<file path="config.mk">
export PLATFORM = sky130hd
export DESIGN_NAME = radio_core
export DESIGN_NICKNAME = d
export VERILOG_FILES = /design/src/settings_pkg.sv /design/src/timing_pkg.sv /design/src/board_ctrl_regs.sv /design/src/radio_core.sv /design/src/setting_reg.sv /design/src/status_readback.sv /design/src/vita_time_counter.sv /design/src/vita_time_regs.sv
export SDC_FILE = /design/constraint.sdc
export NUM_CORES = 1
export LEC_CHECK = 0
export BUFFER_PORTS_ARGS = -buffer_cell sky130_fd_sc_hd__buf_2
export CAP_MARGIN = 15
export CORE_ASPECT_RATIO = 2
export CORE_UTILIZATION = 35
export CTS_BUF_LIST = sky130_fd_sc_hd__clkbuf_8
export DETAILED_ROUTE_END_ITERATION = 6
export PLACE_DENSITY_LB_ADDON = 0.15
export SYNTH_ARGS = -nofsm -noshare
export SYNTH_HDL_FRONTEND = slang
export SYNTH_HIERARCHICAL = 1
export SYNTH_SLANG_ARGS = --single-unit
</file>
<file path="constraint.sdc">
create_clock -name dsp_clk -period 6.9 [get_ports dsp_clk]
set_input_delay 0.69 -clock dsp_clk [delete_from_list [all_inputs] [get_ports dsp_clk]]
set_output_delay 0.69 -clock dsp_clk [all_outputs]
set_load 0.02 [all_outputs]
</file>
<file path="src/settings_pkg.sv">
////////////////////
// Settings bus package
// Write port word types and the register address map
////////////////////

package settings_pkg;

   typedef logic [7:0]  set_addr_t;
   typedef logic [31:0] set_data_t;
   typedef logic [7:0]  led_t;

   ////////////////////
   // Register block bases

   localparam set_addr_t SR_MISC   = 8'd0;
   localparam set_addr_t SR_TIME64 = 8'd10;
   localparam set_addr_t SR_DIVSW  = 8'd180;

   // Misc block offsets
   localparam int MISC_CLK     = 0;   // 5-bit clock gen control
   localparam int MISC_SER     = 1;   // SERDES enables
   localparam int MISC_ADC     = 2;
   localparam int MISC_LED_SW  = 3;   // Software LED value
   localparam int MISC_PHY     = 4;
   localparam int MISC_LED_SRC = 6;   // Per-bit LED source select

   // Time block offsets
   localparam int TIME_HI  = 0;
   localparam int TIME_LO  = 1;
   localparam int TIME_CMD = 2;       // Bit 0 set means load at next PPS

   // Diversity switch offsets
   localparam int DIVSW_1 = 0;
   localparam int DIVSW_2 = 1;

   // Hardware owns run and status LEDs out of reset
   localparam led_t LED_SRC_RESET = 8'b0001_1110;

endpackage

</file>
<file path="src/timing_pkg.sv">
////////////////////
// Timing package
// VITA time and readback types, readback word map
////////////////////

package timing_pkg;

   typedef logic [63:0] vita_time_t;
   typedef logic [3:0]  rb_addr_t;
   typedef logic [31:0] rb_data_t;

   // Bumped whenever the register map changes
   localparam rb_data_t COMPAT_NUM = {16'd8, 16'd2};   // Major in the upper half

   ////////////////////
   // Readback word indices

   localparam rb_addr_t RB_COMPAT  = 4'd0;
   localparam rb_addr_t RB_TIME_HI = 4'd1;
   localparam rb_addr_t RB_TIME_LO = 4'd2;
   localparam rb_addr_t RB_PPS_HI  = 4'd3;
   localparam rb_addr_t RB_PPS_LO  = 4'd4;
   localparam rb_addr_t RB_BOARD   = 4'd5;   // Sync and link status

endpackage

</file>
<file path="src/board_ctrl_regs.sv">
////////////////////
// Board control registers
// Clock gen, SERDES, ADC, PHY and diversity switch controls,
// plus the per-bit hardware/software LED mux
////////////////////

module board_ctrl_regs
   import settings_pkg::*;
#(
   parameter set_addr_t MISC_BASE  = SR_MISC,
   parameter set_addr_t DIVSW_BASE = SR_DIVSW
) (
   input  logic      dsp_clk,
   input  logic      por_rst,
   input  logic      set_stb_i,
   input  set_addr_t set_addr_i,
   input  set_data_t set_data_i,
   input  logic      tx_run_i,
   input  logic      rx_run_i,
   input  logic      clk_status_i,
   input  logic      serdes_link_i,
   input  logic      good_sync_i,
   output logic      clock_ready_o,
   output logic [1:0] clk_en_o,
   output logic [1:0] clk_sel_o,
   output logic [3:0] ser_ctrl_o,
   output logic [3:0] adc_ctrl_o,
   output logic      phy_reset_n_o,
   output logic [1:0] div_sw_o,
   output led_t      leds_o
);

   logic [4:0] clock_outs;
   logic       phy_reset;
   led_t       led_sw;
   led_t       led_src;
   led_t       led_hw;

   ////////////////////
   // Control registers

   setting_reg #(.ADDR(set_addr_t'(MISC_BASE + MISC_CLK)), .WIDTH(5)) sr_clk (
      .dsp_clk, .por_rst, .set_stb_i, .set_addr_i, .set_data_i,
      .out_o(clock_outs), .changed_o());

   setting_reg #(.ADDR(set_addr_t'(MISC_BASE + MISC_SER)), .WIDTH(4)) sr_ser (
      .dsp_clk, .por_rst, .set_stb_i, .set_addr_i, .set_data_i,
      .out_o(ser_ctrl_o), .changed_o());

   setting_reg #(.ADDR(set_addr_t'(MISC_BASE + MISC_ADC)), .WIDTH(4)) sr_adc (
      .dsp_clk, .por_rst, .set_stb_i, .set_addr_i, .set_data_i,
      .out_o(adc_ctrl_o), .changed_o());

   setting_reg #(.ADDR(set_addr_t'(MISC_BASE + MISC_PHY)), .WIDTH(1)) sr_phy (
      .dsp_clk, .por_rst, .set_stb_i, .set_addr_i, .set_data_i,
      .out_o(phy_reset), .changed_o());

   // Both switches come up in the default antenna path
   setting_reg #(.ADDR(set_addr_t'(DIVSW_BASE + DIVSW_1)), .WIDTH(1), .AT_RESET(1'b1))
   sr_divsw1 (
      .dsp_clk, .por_rst, .set_stb_i, .set_addr_i, .set_data_i,
      .out_o(div_sw_o[0]), .changed_o());

   setting_reg #(.ADDR(set_addr_t'(DIVSW_BASE + DIVSW_2)), .WIDTH(1), .AT_RESET(1'b1))
   sr_divsw2 (
      .dsp_clk, .por_rst, .set_stb_i, .set_addr_i, .set_data_i,
      .out_o(div_sw_o[1]), .changed_o());

   assign {clock_ready_o, clk_en_o, clk_sel_o} = clock_outs;
   assign phy_reset_n_o = ~phy_reset;   // PHY reset pin is active low

   ////////////////////
   // LEDs

   setting_reg #(.ADDR(set_addr_t'(MISC_BASE + MISC_LED_SW)), .WIDTH(8)) sr_led_sw (
      .dsp_clk, .por_rst, .set_stb_i, .set_addr_i, .set_data_i,
      .out_o(led_sw), .changed_o());

   setting_reg #(.ADDR(set_addr_t'(MISC_BASE + MISC_LED_SRC)), .WIDTH(8),
                 .AT_RESET(LED_SRC_RESET)) sr_led_src (
      .dsp_clk, .por_rst, .set_stb_i, .set_addr_i, .set_data_i,
      .out_o(led_src), .changed_o());

   assign led_hw = {3'b000, tx_run_i, rx_run_i, clk_status_i,
                    serdes_link_i & good_sync_i, 1'b0};

   // Source bit 1 picks hardware, 0 picks software
   assign leds_o = (led_src & led_hw) | (~led_src & led_sw);

   // Switch controls must be defined from the first cycle out of reset
   assert property (@(posedge dsp_clk) disable iff (por_rst) !$isunknown(div_sw_o))
      else $error("diversity switch output unknown");

endmodule

</file>
<file path="src/radio_core.sv">
////////////////////
// Radio core slow control
// Settings registers, board controls, VITA time
// and status readback in the DSP clock domain
////////////////////

module radio_core
   import settings_pkg::*;
   import timing_pkg::*;
#(
   parameter set_addr_t MISC_BASE  = SR_MISC,
   parameter set_addr_t TIME_BASE  = SR_TIME64,
   parameter set_addr_t DIVSW_BASE = SR_DIVSW,
   parameter rb_data_t  COMPAT     = COMPAT_NUM
) (
   input  logic       dsp_clk,
   input  logic       por_rst,
   input  logic       set_stb_i,
   input  set_addr_t  set_addr_i,
   input  set_data_t  set_data_i,
   input  logic       rd_stb_i,
   input  rb_addr_t   rd_addr_i,
   output rb_data_t   rd_data_o,
   output logic       rd_ack_o,
   input  logic       pps_i,
   input  logic       tx_run_i,
   input  logic       rx_run_i,
   input  logic       clk_status_i,
   input  logic       serdes_link_i,
   output logic       clock_ready_o,
   output logic [1:0] clk_en_o,
   output logic [1:0] clk_sel_o,
   output logic [3:0] ser_ctrl_o,
   output logic [3:0] adc_ctrl_o,
   output logic       phy_reset_n_o,
   output logic [1:0] div_sw_o,
   output led_t       leds_o,
   output logic       pps_int_o
);

   vita_time_t load_time;
   logic       load_now;
   logic       load_pps;
   logic       pps_seen;
   vita_time_t vita_time;
   vita_time_t vita_time_pps;
   logic       good_sync;

   board_ctrl_regs #(.MISC_BASE(MISC_BASE), .DIVSW_BASE(DIVSW_BASE)) i_board_ctrl_regs (
      .dsp_clk, .por_rst, .set_stb_i, .set_addr_i, .set_data_i,
      .tx_run_i, .rx_run_i, .clk_status_i, .serdes_link_i,
      .good_sync_i(good_sync),
      .clock_ready_o, .clk_en_o, .clk_sel_o, .ser_ctrl_o, .adc_ctrl_o,
      .phy_reset_n_o, .div_sw_o, .leds_o);

   ////////////////////
   // VITA time

   vita_time_regs #(.TIME_BASE(TIME_BASE)) i_vita_time_regs (
      .dsp_clk, .por_rst, .set_stb_i, .set_addr_i, .set_data_i,
      .pps_seen_i(pps_seen),
      .load_time_o(load_time), .load_now_o(load_now), .load_pps_o(load_pps));

   vita_time_counter i_vita_time_counter (
      .dsp_clk, .por_rst, .pps_i,
      .load_time_i(load_time), .load_now_i(load_now), .load_pps_i(load_pps),
      .vita_time_o(vita_time), .vita_time_pps_o(vita_time_pps),
      .pps_int_o, .pps_seen_o(pps_seen), .good_sync_o(good_sync));

   ////////////////////
   // Software readback

   status_readback #(.COMPAT(COMPAT)) i_status_readback (
      .dsp_clk, .por_rst, .rd_stb_i, .rd_addr_i,
      .vita_time_i(vita_time), .vita_time_pps_i(vita_time_pps),
      .good_sync_i(good_sync), .clk_status_i, .serdes_link_i,
      .rd_data_o, .rd_ack_o);

endmodule

</file>
<file path="src/setting_reg.sv">
////////////////////
// Settings register
// Holds the low WIDTH bits of the last write to ADDR
// and pulses changed_o for one cycle after each write
////////////////////

module setting_reg
   import settings_pkg::*;
#(
   parameter set_addr_t        ADDR     = '0,
   parameter int               WIDTH    = 32,
   parameter logic [WIDTH-1:0] AT_RESET = '0
) (
   input  logic             dsp_clk,
   input  logic             por_rst,
   input  logic             set_stb_i,
   input  set_addr_t        set_addr_i,
   input  set_data_t        set_data_i,
   output logic [WIDTH-1:0] out_o,
   output logic             changed_o
);

   logic hit;

   assign hit = set_stb_i && (set_addr_i == ADDR);   // Address decode

   always_ff @(posedge dsp_clk) begin
      if (por_rst) begin
         out_o     <= AT_RESET;
         changed_o <= 1'b0;
      end else begin
         changed_o <= hit;
         if (hit) begin
            out_o <= set_data_i[WIDTH-1:0];
         end
      end
   end

endmodule

</file>
<file path="src/status_readback.sv">
////////////////////
// Status readback
// Registered word mux for software reads, ack one cycle
// after the strobe
////////////////////

module status_readback
   import timing_pkg::*;
#(
   parameter rb_data_t COMPAT = COMPAT_NUM
) (
   input  logic       dsp_clk,
   input  logic       por_rst,
   input  logic       rd_stb_i,
   input  rb_addr_t   rd_addr_i,
   input  vita_time_t vita_time_i,
   input  vita_time_t vita_time_pps_i,
   input  logic       good_sync_i,
   input  logic       clk_status_i,
   input  logic       serdes_link_i,
   output rb_data_t   rd_data_o,
   output logic       rd_ack_o
);

   rb_data_t rd_word;

   always_comb begin
      case (rd_addr_i)
         RB_COMPAT:  rd_word = COMPAT;
         RB_TIME_HI: rd_word = vita_time_i[63:32];
         RB_TIME_LO: rd_word = vita_time_i[31:0];
         RB_PPS_HI:  rd_word = vita_time_pps_i[63:32];
         RB_PPS_LO:  rd_word = vita_time_pps_i[31:0];
         RB_BOARD:   rd_word = {29'd0, good_sync_i, clk_status_i, serdes_link_i};
         default:    rd_word = '0;   // Unmapped words
      endcase
   end

   always_ff @(posedge dsp_clk) begin
      if (rd_stb_i) begin
         rd_data_o <= rd_word;
      end
   end

   always_ff @(posedge dsp_clk) begin
      if (por_rst) begin
         rd_ack_o <= 1'b0;
      end else begin
         rd_ack_o <= rd_stb_i;
      end
   end

   assert property (@(posedge dsp_clk) disable iff (por_rst) rd_ack_o |-> $past(rd_stb_i))
      else $error("readback ack without a strobe");

endmodule

</file>
<file path="src/vita_time_counter.sv">
////////////////////
// VITA time counter
// 64-bit time base with immediate and PPS-aligned loads,
// PPS synchronizer, capture of the time at each PPS edge
////////////////////

module vita_time_counter
   import timing_pkg::*;
(
   input  logic       dsp_clk,
   input  logic       por_rst,
   input  logic       pps_i,
   input  vita_time_t load_time_i,
   input  logic       load_now_i,
   input  logic       load_pps_i,
   output vita_time_t vita_time_o,
   output vita_time_t vita_time_pps_o,
   output logic       pps_int_o,
   output logic       pps_seen_o,
   output logic       good_sync_o
);

   logic [2:0] pps_sync;     // Two sync stages and the previous sample
   logic       pps_edge;
   vita_time_t time_next;

   assign pps_edge = pps_sync[1] & ~pps_sync[2];

   always_comb begin
      if (load_now_i) begin
         time_next = load_time_i;
      end else if (pps_edge && load_pps_i) begin
         time_next = load_time_i;          // Armed load lands on the edge
      end else begin
         time_next = vita_time_o + 64'd1;
      end
   end

   ////////////////////
   // Time and sync state

   always_ff @(posedge dsp_clk) begin
      if (por_rst) begin
         pps_sync    <= '0;
         vita_time_o <= '0;
         good_sync_o <= 1'b0;
      end else begin
         pps_sync    <= {pps_sync[1:0], pps_i};
         vita_time_o <= time_next;
         if (pps_edge) begin
            good_sync_o <= 1'b1;           // Sticky until reset
         end
      end
   end

   // Captures the value the counter takes at the edge
   always_ff @(posedge dsp_clk) begin
      if (pps_edge) begin
         vita_time_pps_o <= time_next;
      end
   end

   assign pps_int_o  = pps_edge;
   assign pps_seen_o = pps_edge;   // Clears the pending load upstream

   assert property (@(posedge dsp_clk) disable iff (por_rst) pps_int_o |=> !pps_int_o)
      else $error("PPS pulse longer than one cycle");

endmodule

</file>
<file path="src/vita_time_regs.sv">
////////////////////
// VITA time load registers
// Holds the load value and turns command writes into
// an immediate load strobe or a pending PPS load
////////////////////

module vita_time_regs
   import settings_pkg::*;
   import timing_pkg::*;
#(
   parameter set_addr_t TIME_BASE = SR_TIME64
) (
   input  logic       dsp_clk,
   input  logic       por_rst,
   input  logic       set_stb_i,
   input  set_addr_t  set_addr_i,
   input  set_data_t  set_data_i,
   input  logic       pps_seen_i,
   output vita_time_t load_time_o,
   output logic       load_now_o,
   output logic       load_pps_o
);

   logic [31:0] time_hi;
   logic [31:0] time_lo;
   logic        cmd_pps;
   logic        cmd_changed;
   logic        pps_pending;

   setting_reg #(.ADDR(set_addr_t'(TIME_BASE + TIME_HI)), .WIDTH(32)) sr_time_hi (
      .dsp_clk, .por_rst, .set_stb_i, .set_addr_i, .set_data_i,
      .out_o(time_hi), .changed_o());

   setting_reg #(.ADDR(set_addr_t'(TIME_BASE + TIME_LO)), .WIDTH(32)) sr_time_lo (
      .dsp_clk, .por_rst, .set_stb_i, .set_addr_i, .set_data_i,
      .out_o(time_lo), .changed_o());

   // Writing the command kicks off the load
   setting_reg #(.ADDR(set_addr_t'(TIME_BASE + TIME_CMD)), .WIDTH(1)) sr_time_cmd (
      .dsp_clk, .por_rst, .set_stb_i, .set_addr_i, .set_data_i,
      .out_o(cmd_pps), .changed_o(cmd_changed));

   assign load_time_o = {time_hi, time_lo};
   assign load_now_o  = cmd_changed & ~cmd_pps;
   assign load_pps_o  = pps_pending;

   always_ff @(posedge dsp_clk) begin
      if (por_rst) begin
         pps_pending <= 1'b0;
      end else if (cmd_changed) begin
         pps_pending <= cmd_pps;         // Latest command wins
      end else if (pps_seen_i) begin
         pps_pending <= 1'b0;            // Consumed by the counter
      end
   end

   // Immediate load never lands together with a freshly armed PPS load
   assert property (@(posedge dsp_clk) disable iff (por_rst)
                    !(load_now_o && $rose(load_pps_o)))
      else $error("immediate load while a PPS load was just armed");

endmodule
</file>
# --- After elaboration in Yosys (flattened, before gate mapping) ---
# Index checks and enable logic that the tools add are counted.
word_totals:
  reg_bits: 264
  in_bits: 53
  out_inout_bits: 58
  wordCells: 65
op_classes:
  muxes: 5
  reduce_logical: 15
  n_addsub: 1
  bitwise_logic: 10
  n_eq_ne: 15
ops:
  columns: ["cell", "count"]
  rows:
  - ["case mux 32 bit (6 select lines)", 1]
  - ["2-to-1 mux 64 bit", 2]
  - ["adder 64 x 1 -> 64 bit (second input constant)", 1]
  - ["== test 8 x 4 -> 1 bit (second input constant)", 3]
  - ["== test 8 x 2 -> 1 bit (second input constant)", 2]
  - ["== test 8 x 3 -> 1 bit (second input constant)", 2]
  - ["== test 8 bit (second input constant)", 2]
  - ["logical AND 1 bit", 12]
  - ["bitwise AND 8 x 5 -> 8 bit", 1]
  - ["bitwise AND 8 bit", 1]
  - ["== test 4 x 2 -> 1 bit (second input constant)", 2]
  - ["== test 4 x 3 -> 1 bit (second input constant)", 2]
  - ["== test 8 x 1 -> 1 bit (second input constant)", 1]
  - ["zero test 8 bit", 1]
  - ["inverter 8 bit", 1]
  - ["bitwise OR 8 bit", 1]
  - ["== test 4 x 1 -> 1 bit (second input constant)", 1]
  - ["zero test 4 bit", 1]
  - ["bitwise AND 1 bit", 3]
  - ["inverter 1 bit", 3]
  - ["2-to-1 mux 1 bit", 2]
  - ["nonzero test 2 bit", 1]

# --- Logic depth before layout (Yosys ltp) ---
# Gate-level depths: netlist (run 1).
logic_depth:
  word_depth: 5
  ltp_mapped: 8
  mapped_depth_nobuf: 6

# --- Hierarchy ---
# Netlist (run 1), hierarchy kept.
by_module_without_submodules:
  columns: ["module", "cells_per_inst", "area_each_um2", "seq_area_each_um2", "n_inst"]
  rows:
  - ["vita_time_counter", 617, 6099.6, 3283.1, 1]
  - ["status_readback", 161, 1961.9, 980.9, 1]
  - ["setting_reg at i_vita_time_regs.sr_time_hi", 144, 1517.7, 660.6, 1]
  - ["setting_reg at i_vita_time_regs.sr_time_lo", 143, 1503.9, 660.6, 1]
  - ["setting_reg at i_board_ctrl_regs.sr_adc ...", 21, 240.2, 100.1, 2]
  - ["setting_reg at i_board_ctrl_regs.sr_led_sw", 39, 412.9, 180.2, 1]
  - ["setting_reg at i_board_ctrl_regs.sr_led_src", 39, 395.4, 180.2, 1]
  - ["setting_reg at i_board_ctrl_regs.sr_clk", 26, 284.0, 120.1, 1]
  - ["setting_reg at i_board_ctrl_regs.sr_divsw2", 10, 113.9, 40.0, 1]
  - ["setting_reg at i_vita_time_regs.sr_time_cmd", 9, 112.6, 40.0, 1]
  - ["setting_reg at i_board_ctrl_regs.sr_divsw1", 10, 110.1, 40.0, 1]
  - ["setting_reg at i_board_ctrl_regs.sr_phy", 9, 93.8, 40.0, 1]
  - ["board_ctrl_regs", 11, 87.6, 0.0, 1]
  - ["vita_time_regs", 5, 43.8, 20.0, 1]

# --- Worst setup path after synthesis (run 1) ---
# Ideal clock, no wire load.
synth_timing:
  kind: "flip-flop to flip-flop"
  from: "register i_vita_time_counter.pps_sync[1]"
  to: "register i_vita_time_counter.vita_time_pps_o[56], data pin"
  n_path_buf: 0
  setup_time_ns: 0.270
  t_arrival_ns: 5.078
  synth_period_minus_slack_ns: 5.348
  stages_incl_launch_ff: 6
  path_slack_ns: 1.552
  required_ns: 6.630
  path_cell_list: "dfxtp_1 > nor2b_1 > a21oi_1 > and3_1 > a221oi_1 > a21oi_1"
synth_between:
  elab_chain_cells: 4
synth_lines:
  columns: ["item", "line", "source"]
  rows:
  - ["from (decl)", "vita_time_counter.sv:23", "logic [2:0] pps_sync;"]
  - ["from (signal assigned)", "vita_time_counter.sv:48", "pps_sync <= {pps_sync[1:0], pps_i};"]
  - ["bitwise AND 1 bit", "vita_time_counter.sv:27", "assign pps_edge = pps_sync[1] & ~pps_sync[2];"]
  - ["net pps_int_o", "radio_core.sv:38", "output logic pps_int_o"]
  - ["logical AND 1 bit", "vita_time_counter.sv:32", "end else if (pps_edge && load_pps_i) begin"]
  - ["2-to-1 mux 64 bit", "vita_time_counter.sv:32", null]
  - ["2-to-1 mux 64 bit", "vita_time_counter.sv:30", "if (load_now_i) begin"]
  - ["net i_vita_time_counter.time_next[56]", "vita_time_counter.sv:25", "vita_time_t time_next;"]
  - ["to (signal assigned)", "vita_time_counter.sv:59", "vita_time_pps_o <= time_next;"]
  - ["to (decl)", "vita_time_counter.sv:17", "output vita_time_t vita_time_pps_o,"]
# The timed path passes the listed nets, and every way through them passes these cells.
# A chain may end at the register's enable or synchronous reset.

# --- Worst setup path after layout (run 1) ---
layout_timing:
  from: "register i_vita_time_counter.vita_time_o[0]"
  to: "register i_vita_time_counter.vita_time_pps_o[54], data pin"
layout_between:
  elab_chain_cells: 3
layout_lines:
  columns: ["item", "line", "source"]
  rows:
  - ["from (decl)", "vita_time_counter.sv:16", "output vita_time_t vita_time_o,"]
  - ["from (signal assigned)", "vita_time_counter.sv:49", "vita_time_o <= time_next;"]
  - ["adder 64 x 1 -> 64 bit", "vita_time_counter.sv:35", "time_next = vita_time_o + 64'd1;"]
  - ["2-to-1 mux 64 bit", "vita_time_counter.sv:32", null]
  - ["2-to-1 mux 64 bit", "vita_time_counter.sv:30", null]
  - ["net i_vita_time_counter.time_next[54]", "vita_time_counter.sv:25", null]
# The timed path passes the listed nets, and every way through them passes these cells.

==> flow_results.org, run 1 <==
** Critical path
- Sort of element at the end of the critical path :: flip-flop
- The worst setup path is launched from a flip-flop.
- The largest single stage delay on the critical path is 790 ps.
- The critical path crosses 6 cells after its start point.
- CP max FO :: 8
- STA puts the critical path data arrival time at 3720 ps.
- Critical Path, Cell by Cell :: ha_1 > inv_2 > or4_1 > or4_1 > or4_4 > a31oi_1
- The slowest stage of the critical path is the or4_1 cell.
- On the critical path the largest part of the delay comes from simple AND/OR/NAND/NOR gates.
- At the worst endpoint, the required time is 7310 ps.
- Among the stages of the critical path, the cell type that occurs most often is or4_1.
- The critical path is of the reg -> reg type.
- Counting cells, the worst reg-to-reg path comes to 6.
- The number of buffers and inverters on the critical path is 1.

** Power and ir drop
- Total chip power :: 3.389 mW
- In this run the static leakage power is 5.019 nW.
- For this design the total switching power over the nets is approximately 0.8 mW.
- Portion of total power attributed to sequential cells :: 48.8%
- Per report_power, the combinational group accounts for 5.8% of the total.
- Switching power as a share of total power :: 23.71%
- IR analysis of the VDD net gives a maximum drop of about 0.13 mV.
- Power density over the cells :: 230.5 mW/mm2
- Part of the power in the clock network :: 45.4%
- Cell internal power was estimated by the tool at between 2 and 3 mW.

** Cells and area
- Cells fill 40.37% of the core in the end.
- Most used cells in the layout excluding fill and tap cells :: nand2b_1, dfxtp_1, buf_2, mux2i_1, edfxtp_1
- The finished cells cover roughly 0.015 mm2.
- Fraction of layout instances using a drive strength above 1 :: a little under a fifth
- For this run, the post-layout net count is around 1,400.
- Synthesis-to-layout area growth :: 13.57%
- Leaving out fill and tap cells, the most frequent cell in the layout is nand2b_1.

** Placed design
- Total placed instance area :: 0.01373 mm2
- Buffers placed on the I/O ports in this run total 110.
- Routability-driven placement finished with a final weighted congestion of 0.8520.
- Detailed placement finished with a half-perimeter wire length of 25.10 mm.

** Logic synthesis
- Synthesis handed over a netlist of 1,245 instances.
- Number of nets produced by synthesis :: 1,299
- In this run the mean area of a mapped cell was roughly 10 um2.
- Yosys warnings :: 6
- Summing every instance area after synthesis gives 0.01294 mm2.

** Timing
- Based on the critical path, the design can be clocked at up to 301.8 MHz.
- Max transition margin :: 34.54%
- On the final layout, the worst clock skew is 31.52 ps.
- Transition time of the tightest slew-check pin :: between 900 and 1000 ps
- Setup violations remaining at the end of the flow were counted as 0.
- Setup repair after global routing left no endpoint under its margin.
- Final count of pins violating max slew :: 0
- The final-report hold violation count is 0.
- Worst hold slack :: approximately 330 ps
- Final period demand of the worst path :: 3313 ps
- Final worst path period share :: 48.02%
- Adding up every negative setup slack in the final design gives 0 ps.

** Floorplanning
- The core region is approximately 0.036 mm2.
- Number of core rows :: 99
- Die ar. :: roughly 0.038 mm2
- Measured along the x axis, the die boundary spans roughly 140 um.
- For this design the top-level I/O count stands at 111.
- Measured along the y axis, the die boundary spans roughly 270 um.
- Effective utilization at floorplan :: 35.55%

** Global route
- The first global-routing pass estimated about 57 mm of wire.
- Initial antenna violation count :: 2
- In the global route stage, overall resource usage came out at 20.06%.
- Via count of the first global-routing pass :: ~9,500
- Entering global routing, the biggest net connects 141 pins.
- Overflow left after global routing :: 0

** Clocking
- Once the clock tree was built, the resizer swapped 0 gates to a different size.
- The H-tree was split into 2 levels.
- The clock net in this run drives a total of 264 sinks.
- Clock-pin slew was measured on the worst setup and hold paths at 70 ps.
- Clock latency of the later-clocked register in the worst-skew pair :: 590 ps
- Clock root buffer :: clkbuf_8
- # Post-CTS Setup Buffers :: 0
- TritonCTS clock tree :: yes
- Total of hold buffers inserted after clock tree synthesis :: 0
- Buffer levels on the longest clock path :: 3
- TritonCTS created 40 clock buffers.

** Drt
- Wire length reported by the detailed router :: ~37 mm
- In this run, the number of DRC markers left after iteration 0 of detailed routing was 578.
- Vias per Instance :: ~5.4
- The detail route stage leaves a number of antenna-violating nets equal to 0.
- The first detailed-routing pass took 5 iterations.
- Summing over every cut layer, the via total after detailed routing is 9,740.
- DR DRC count :: 0
- Per-cell routed wire length :: 20.36 um

** Hold path
- The worst hold path was traced through 2 stages.
- In this run the worst hold path is classified as in -> reg.

** Run status
- The flow ran to the end, and the final reports show no timing, DRC or antenna violations.

** Run
- The tool flagged a number of max-cap violations equal to 0.
stage by stage:
| step | cells | setup slack (ps) |
|---|---|---|
| 6_report | 1815 | 3587 |
| 3_3_place_gp | 1739 | 3679 |
| 5_1_grt | 1815 | 3444 |
| 3_5_place_dp | 1739 | 3629 |
| 4_1_cts | 1813 | 3529 |
| 2_1_floorplan | 1245 | 1552 |
worst paths after layout:
| path | start | end | slack, ps |
|---|---|---|---|
| min | pps_i | i_vita_time_counter/pps_sync[0] | 330 |
| min reg2reg | i_vita_time_regs/sr_time_cmd/changed_o | i_vita_time_regs/load_pps_o | 440 |
| max | i_vita_time_counter/vita_time_o[0] | i_vita_time_counter/vita_time_pps_o[54] | 3590 |
| max reg2reg | i_vita_time_counter/vita_time_o[0] | i_vita_time_counter/vita_time_pps_o[54] | 3590 |
power groups by stage:
stage	Clock, mW	Sequential (mW)	Combinational [mW]
3_3_place_gp	0	1.69	0.199
6_report	1.54	1.65	0.198
3_5_place_dp	0	1.69	0.201
4_1_cts	1.59	1.65	0.202
2_1_floorplan	0	1.70	0.108
5_1_grt	1.65	1.65	0.217
area by class of cell:
cell class                 count  area (um2)
clock buffer                  49       674.4
inverter                      12       45.04
multi-input combinational    887        6228
antenna                        1       2.502
clock inverter                25       270.3
fill                        3650       21720
timing repair buffer         123       666.9
tap                          454       568.0
sequential                   264        6246
state kept, by name (all words and copies together) (netlist names):
register / flops
i_board_ctrl_regs/sr_adc/out_o: 4
i_board_ctrl_regs/sr_clk/out_o: 5
i_board_ctrl_regs/sr_divsw1/out_o: 1
i_board_ctrl_regs/sr_divsw2/out_o: 1
i_board_ctrl_regs/sr_led_src/out_o: 8
i_board_ctrl_regs/sr_led_sw/out_o: 8
i_board_ctrl_regs/sr_phy/out_o: 1
i_board_ctrl_regs/sr_ser/out_o: 4
i_status_readback/rd_ack_o: 1
i_status_readback/rd_data_o: 32
i_vita_time_counter/good_sync_o: 1
i_vita_time_counter/pps_sync: 3
i_vita_time_counter/vita_time_o: 64
i_vita_time_counter/vita_time_pps_o: 64
i_vita_time_regs/load_pps_o: 1
i_vita_time_regs/sr_time_cmd/changed_o: 1
i_vita_time_regs/sr_time_cmd/out_o: 1
i_vita_time_regs/sr_time_hi/out_o: 32
i_vita_time_regs/sr_time_lo/out_o: 32
per-layer routing:
| metal | share of wire (%) | vias up | global-route usage [%] |
|---|---|---|---|
| li1 | - | 4725 | - |
| met1 | 41 | 4698 | 24.10 |
| met2 | 52 | 247 | 35.51 |
| met3 | 4.2 | 68 | 2.995 |
| met4 | 3.0 | 2 | 7.151 |
| met5 | 0.027 | - | 0 |
worst reg2reg max path: cells and delay by family (launching register included):
kind / cells / cell delay, ps
simple gates: 3 / 2100
flops: 1 / 390
fa+ha+maj: 1 / 380
compound gates: 1 / 190
buf+inv: 1 / 80
(Power assumes the default switching activity.)
==> run 2: changes to the inputs <==
ABC_AREA = 1   (was default)
clock period = 3.5 ns   (was 6.9 ns; I/O delays follow)
==> run 2 against run 1 <==
Total power rose by 82%. Core utilization decreased by 0.051 points. Die area up 6.6%.
==> flow_results.org, run 2 <==
** Critical path
- Counting stages on the worst path, the most repeated cell is nand2_1.
- Sort of element at the end of the critical path :: flip-flop
- In this run the worst path has a maximum fanout of 4.
- Arrival time at the worst endpoint :: 2690 ps
- Critical Path Slowest Stage Cell :: nor3_1
- Required time of the worst setup path :: ~3800 ps
- Sort of element at the start of the critical path :: flip-flop
- Counting both buffers and inverters, the worst setup path holds a total of 1.
- Traced cell by cell, the critical path runs through nand2_1 > nor2_1 > nand2_1 > nor3_1 > nand2_1 > nand2_1 > nand3_1 > nand2_1 > inv_1.
- Max incr delay on CP :: 620 ps
- By startpoint and endpoint, the worst setup path is classified as reg -> reg.
- Family with the most delay on the worst path :: simple AND/OR/NAND/NOR gates

** Timing
- Max transition margin :: 36.60%
- Setup total negative slack on the finished layout was measured at 0 ps.
- Setup repair after global routing left no endpoint under its margin.
- For the pin with the worst max-slew slack, the measured transition is 951.0 ps.
- Final count of pins violating max slew :: 0
- The worst path in the final design needs a cycle of approximately 2400 ps, including I/O delays and setup.
- Setup Viol. Count Final :: 0
- Between clock sinks in the finished design, the worst skew comes to 16.07 ps.
- The final-report hold violation count was 0.
- Static timing analysis puts the maximum clock frequency at between 400 and 500 MHz.
- In the finished design, the share of the clock period the worst path needs comes to 67.91%.
- Worst hold slack :: between 100 and 150 ps

** Drt
- Per-cell routed wire length :: 18.36 um
- The count of nets left with antenna violations once routing finished came out at 0.
- Vias per Instance :: 4.886
- For this run, design rule violations remaining after detail routing come to 0.
- After the first detailed-routing iteration, the DRC count stood at between 600 and 700.
- Summed over all layers, the routed wires come to approximately 47 mm.
- For this run, the detailed router's first-pass iteration total came to 5.
- Via count of the routed design :: approximately 13,000

** Power and ir drop
- Power density over the cells :: 394.4 mW/mm2
- Summing internal, switching and leakage power gives between 6 and 7 mW.
- The analysis attributes to cell leakage a power of 7.023 nW.
- Maximum vdd ir drop :: 0.2971 mV

** Hold path
- Kind of path behind the tightest hold check :: in -> reg

** Clocking
- Clock latency on the worst-skew pair, taken at its later pin, is 560 ps.
- Once the clock tree was built, the resizer swapped 0 gates to a different size.
- The H-tree was split into 2 levels.
- # Post-CTS Setup Buffers :: 0
- Clock Sink Count :: between 200 and 300
- Buffer levels on the longest clock path :: 3
- TritonCTS clock tree :: yes
- Total of hold buffers inserted after clock tree synthesis :: 1
- Clock root buffer :: clkbuf_8
- Counting the buffers created by CTS gives 41.
- Clock-pin slew was measured on the worst setup and hold paths at roughly 70 ps.

** Cells and area
- The post-route netlist has 14.63% of its cells at a drive strength greater than 1.
- At the end of the flow the core is filled with cells to 40.32%.
- The largest registers in the layout are i_vita_time_counter/vita_time_o: 64 flops, i_vita_time_counter/vita_time_pps_o: 64 flops.
- After filler insertion, the fill cell instance count of the layout stands at ~4,200.
- From synthesis to final layout, the design area changed by 13.29%.
- The top cell types in the final layout, fill and taps aside, are nand2_1, nor2_1, inv_1, nand3_1, dfxtp_1.
- Most common cell after layout, fill and taps aside :: nand2_1
- The final layout contains 2,080 nets.

** Floorplanning
- The floorplan has about 100 rows.
- Effective utilization at floorplan :: between 30% and 40%
- In this run the vertical extent of the chip is between 200 and 300 um.
- Die ar. :: 0.04030 mm2
- I/O pins :: 111
- Width of the die :: between 100 and 150 um
- The core region is 0.03880 mm2.

** Logic synthesis
- Number of nets produced by synthesis :: 1,975
- Counting every instance in the synthesized netlist gives between 1,500 and 2,000.
- Combined area of all synthesized cells :: 0.01381 mm2
- In this run the mean area of a mapped cell was 7.187 um2.
- During synthesis, Yosys emitted a total of 6 warnings.

** Global route
- Global routing finished with a remaining overflow of 0.
- GRT Overall Usage :: 23.86%
- First-pass GRT wire length :: about 70 mm
- Via count of the first global-routing pass :: 12,300
- Pin count of the biggest net entering global routing :: 68
- The initial antenna violation count is 1.

** Run status
- Run status :: completed

** Placed design
- The count of buffers added on input and output ports is 110.
- Detailed placement finished with a half-perimeter wire length of 35.43 mm.
- Last weighted congestion value of the routability-driven placer :: 0.9944

** Run
- Max-cap violations in this run came to 0.
## run 2: routing by layer
layer  vias to the layer above  wire (um)  GRT usage, %
li1                       6275          -             -
met2                       337      25160         45.36
met5                         -          0             0
met4                         0       3868         18.25
met3                       142       1669         2.919
met1                      5842      16640         23.06
## run 2: stage by stage
step	instances	worst slack, ps	instance area (um2)
after CTS	2575	1230	15580
after global placement	2500	1235	14810
final	2578	1123	15640
after floorplan	1921	78.01	13810
after global routing	2578	1153	15640
after detailed placement	2500	1251	14810
## run 2: final cells by class
type                       instances  area, um2  area share [%]
clock inverter                    29      145.1          0.9279
sequential                       264       6246           39.93
timing repair buffer             132      783.3           5.007
antenna                            1      2.502         0.01600
inverter                         269       1011           6.463
clock buffer                      45      619.3           3.959
multi-input combinational       1318       6185           39.54
tap                              520      650.6           4.159
## run 2: path summary, 6_finish.rpt
path                                        from                                       to  slack (ps)  depth (start not counted)
max          i_vita_time_counter/vita_time_o[18]  i_vita_time_counter/vita_time_pps_o[54]        1120                          9
min                               set_data_i[21]    i_vita_time_regs/sr_time_hi/out_o[21]         120                          5
max reg2reg  i_vita_time_counter/vita_time_o[18]  i_vita_time_counter/vita_time_pps_o[54]        1120                          9
min reg2reg      i_vita_time_counter/pps_sync[0]          i_vita_time_counter/pps_sync[1]         400                          2
## run 2: report_power, final
| group | total (mW) | switching, mW | internal (mW) |
|---|---|---|---|
| combinational | 0.443 | 0.330 | 0.113 |
| sequential | 3.24 | 0.0168 | 3.22 |
| clock | 2.49 | 1.23 | 1.26 |
| total | 6.17 | 1.58 | 4.59 |
## run 2: tightest hold or removal path: cells and delay by family
kind / cells / cell delay (ps)
buf+inv: 2 / 120
simple gates: 3 / 180
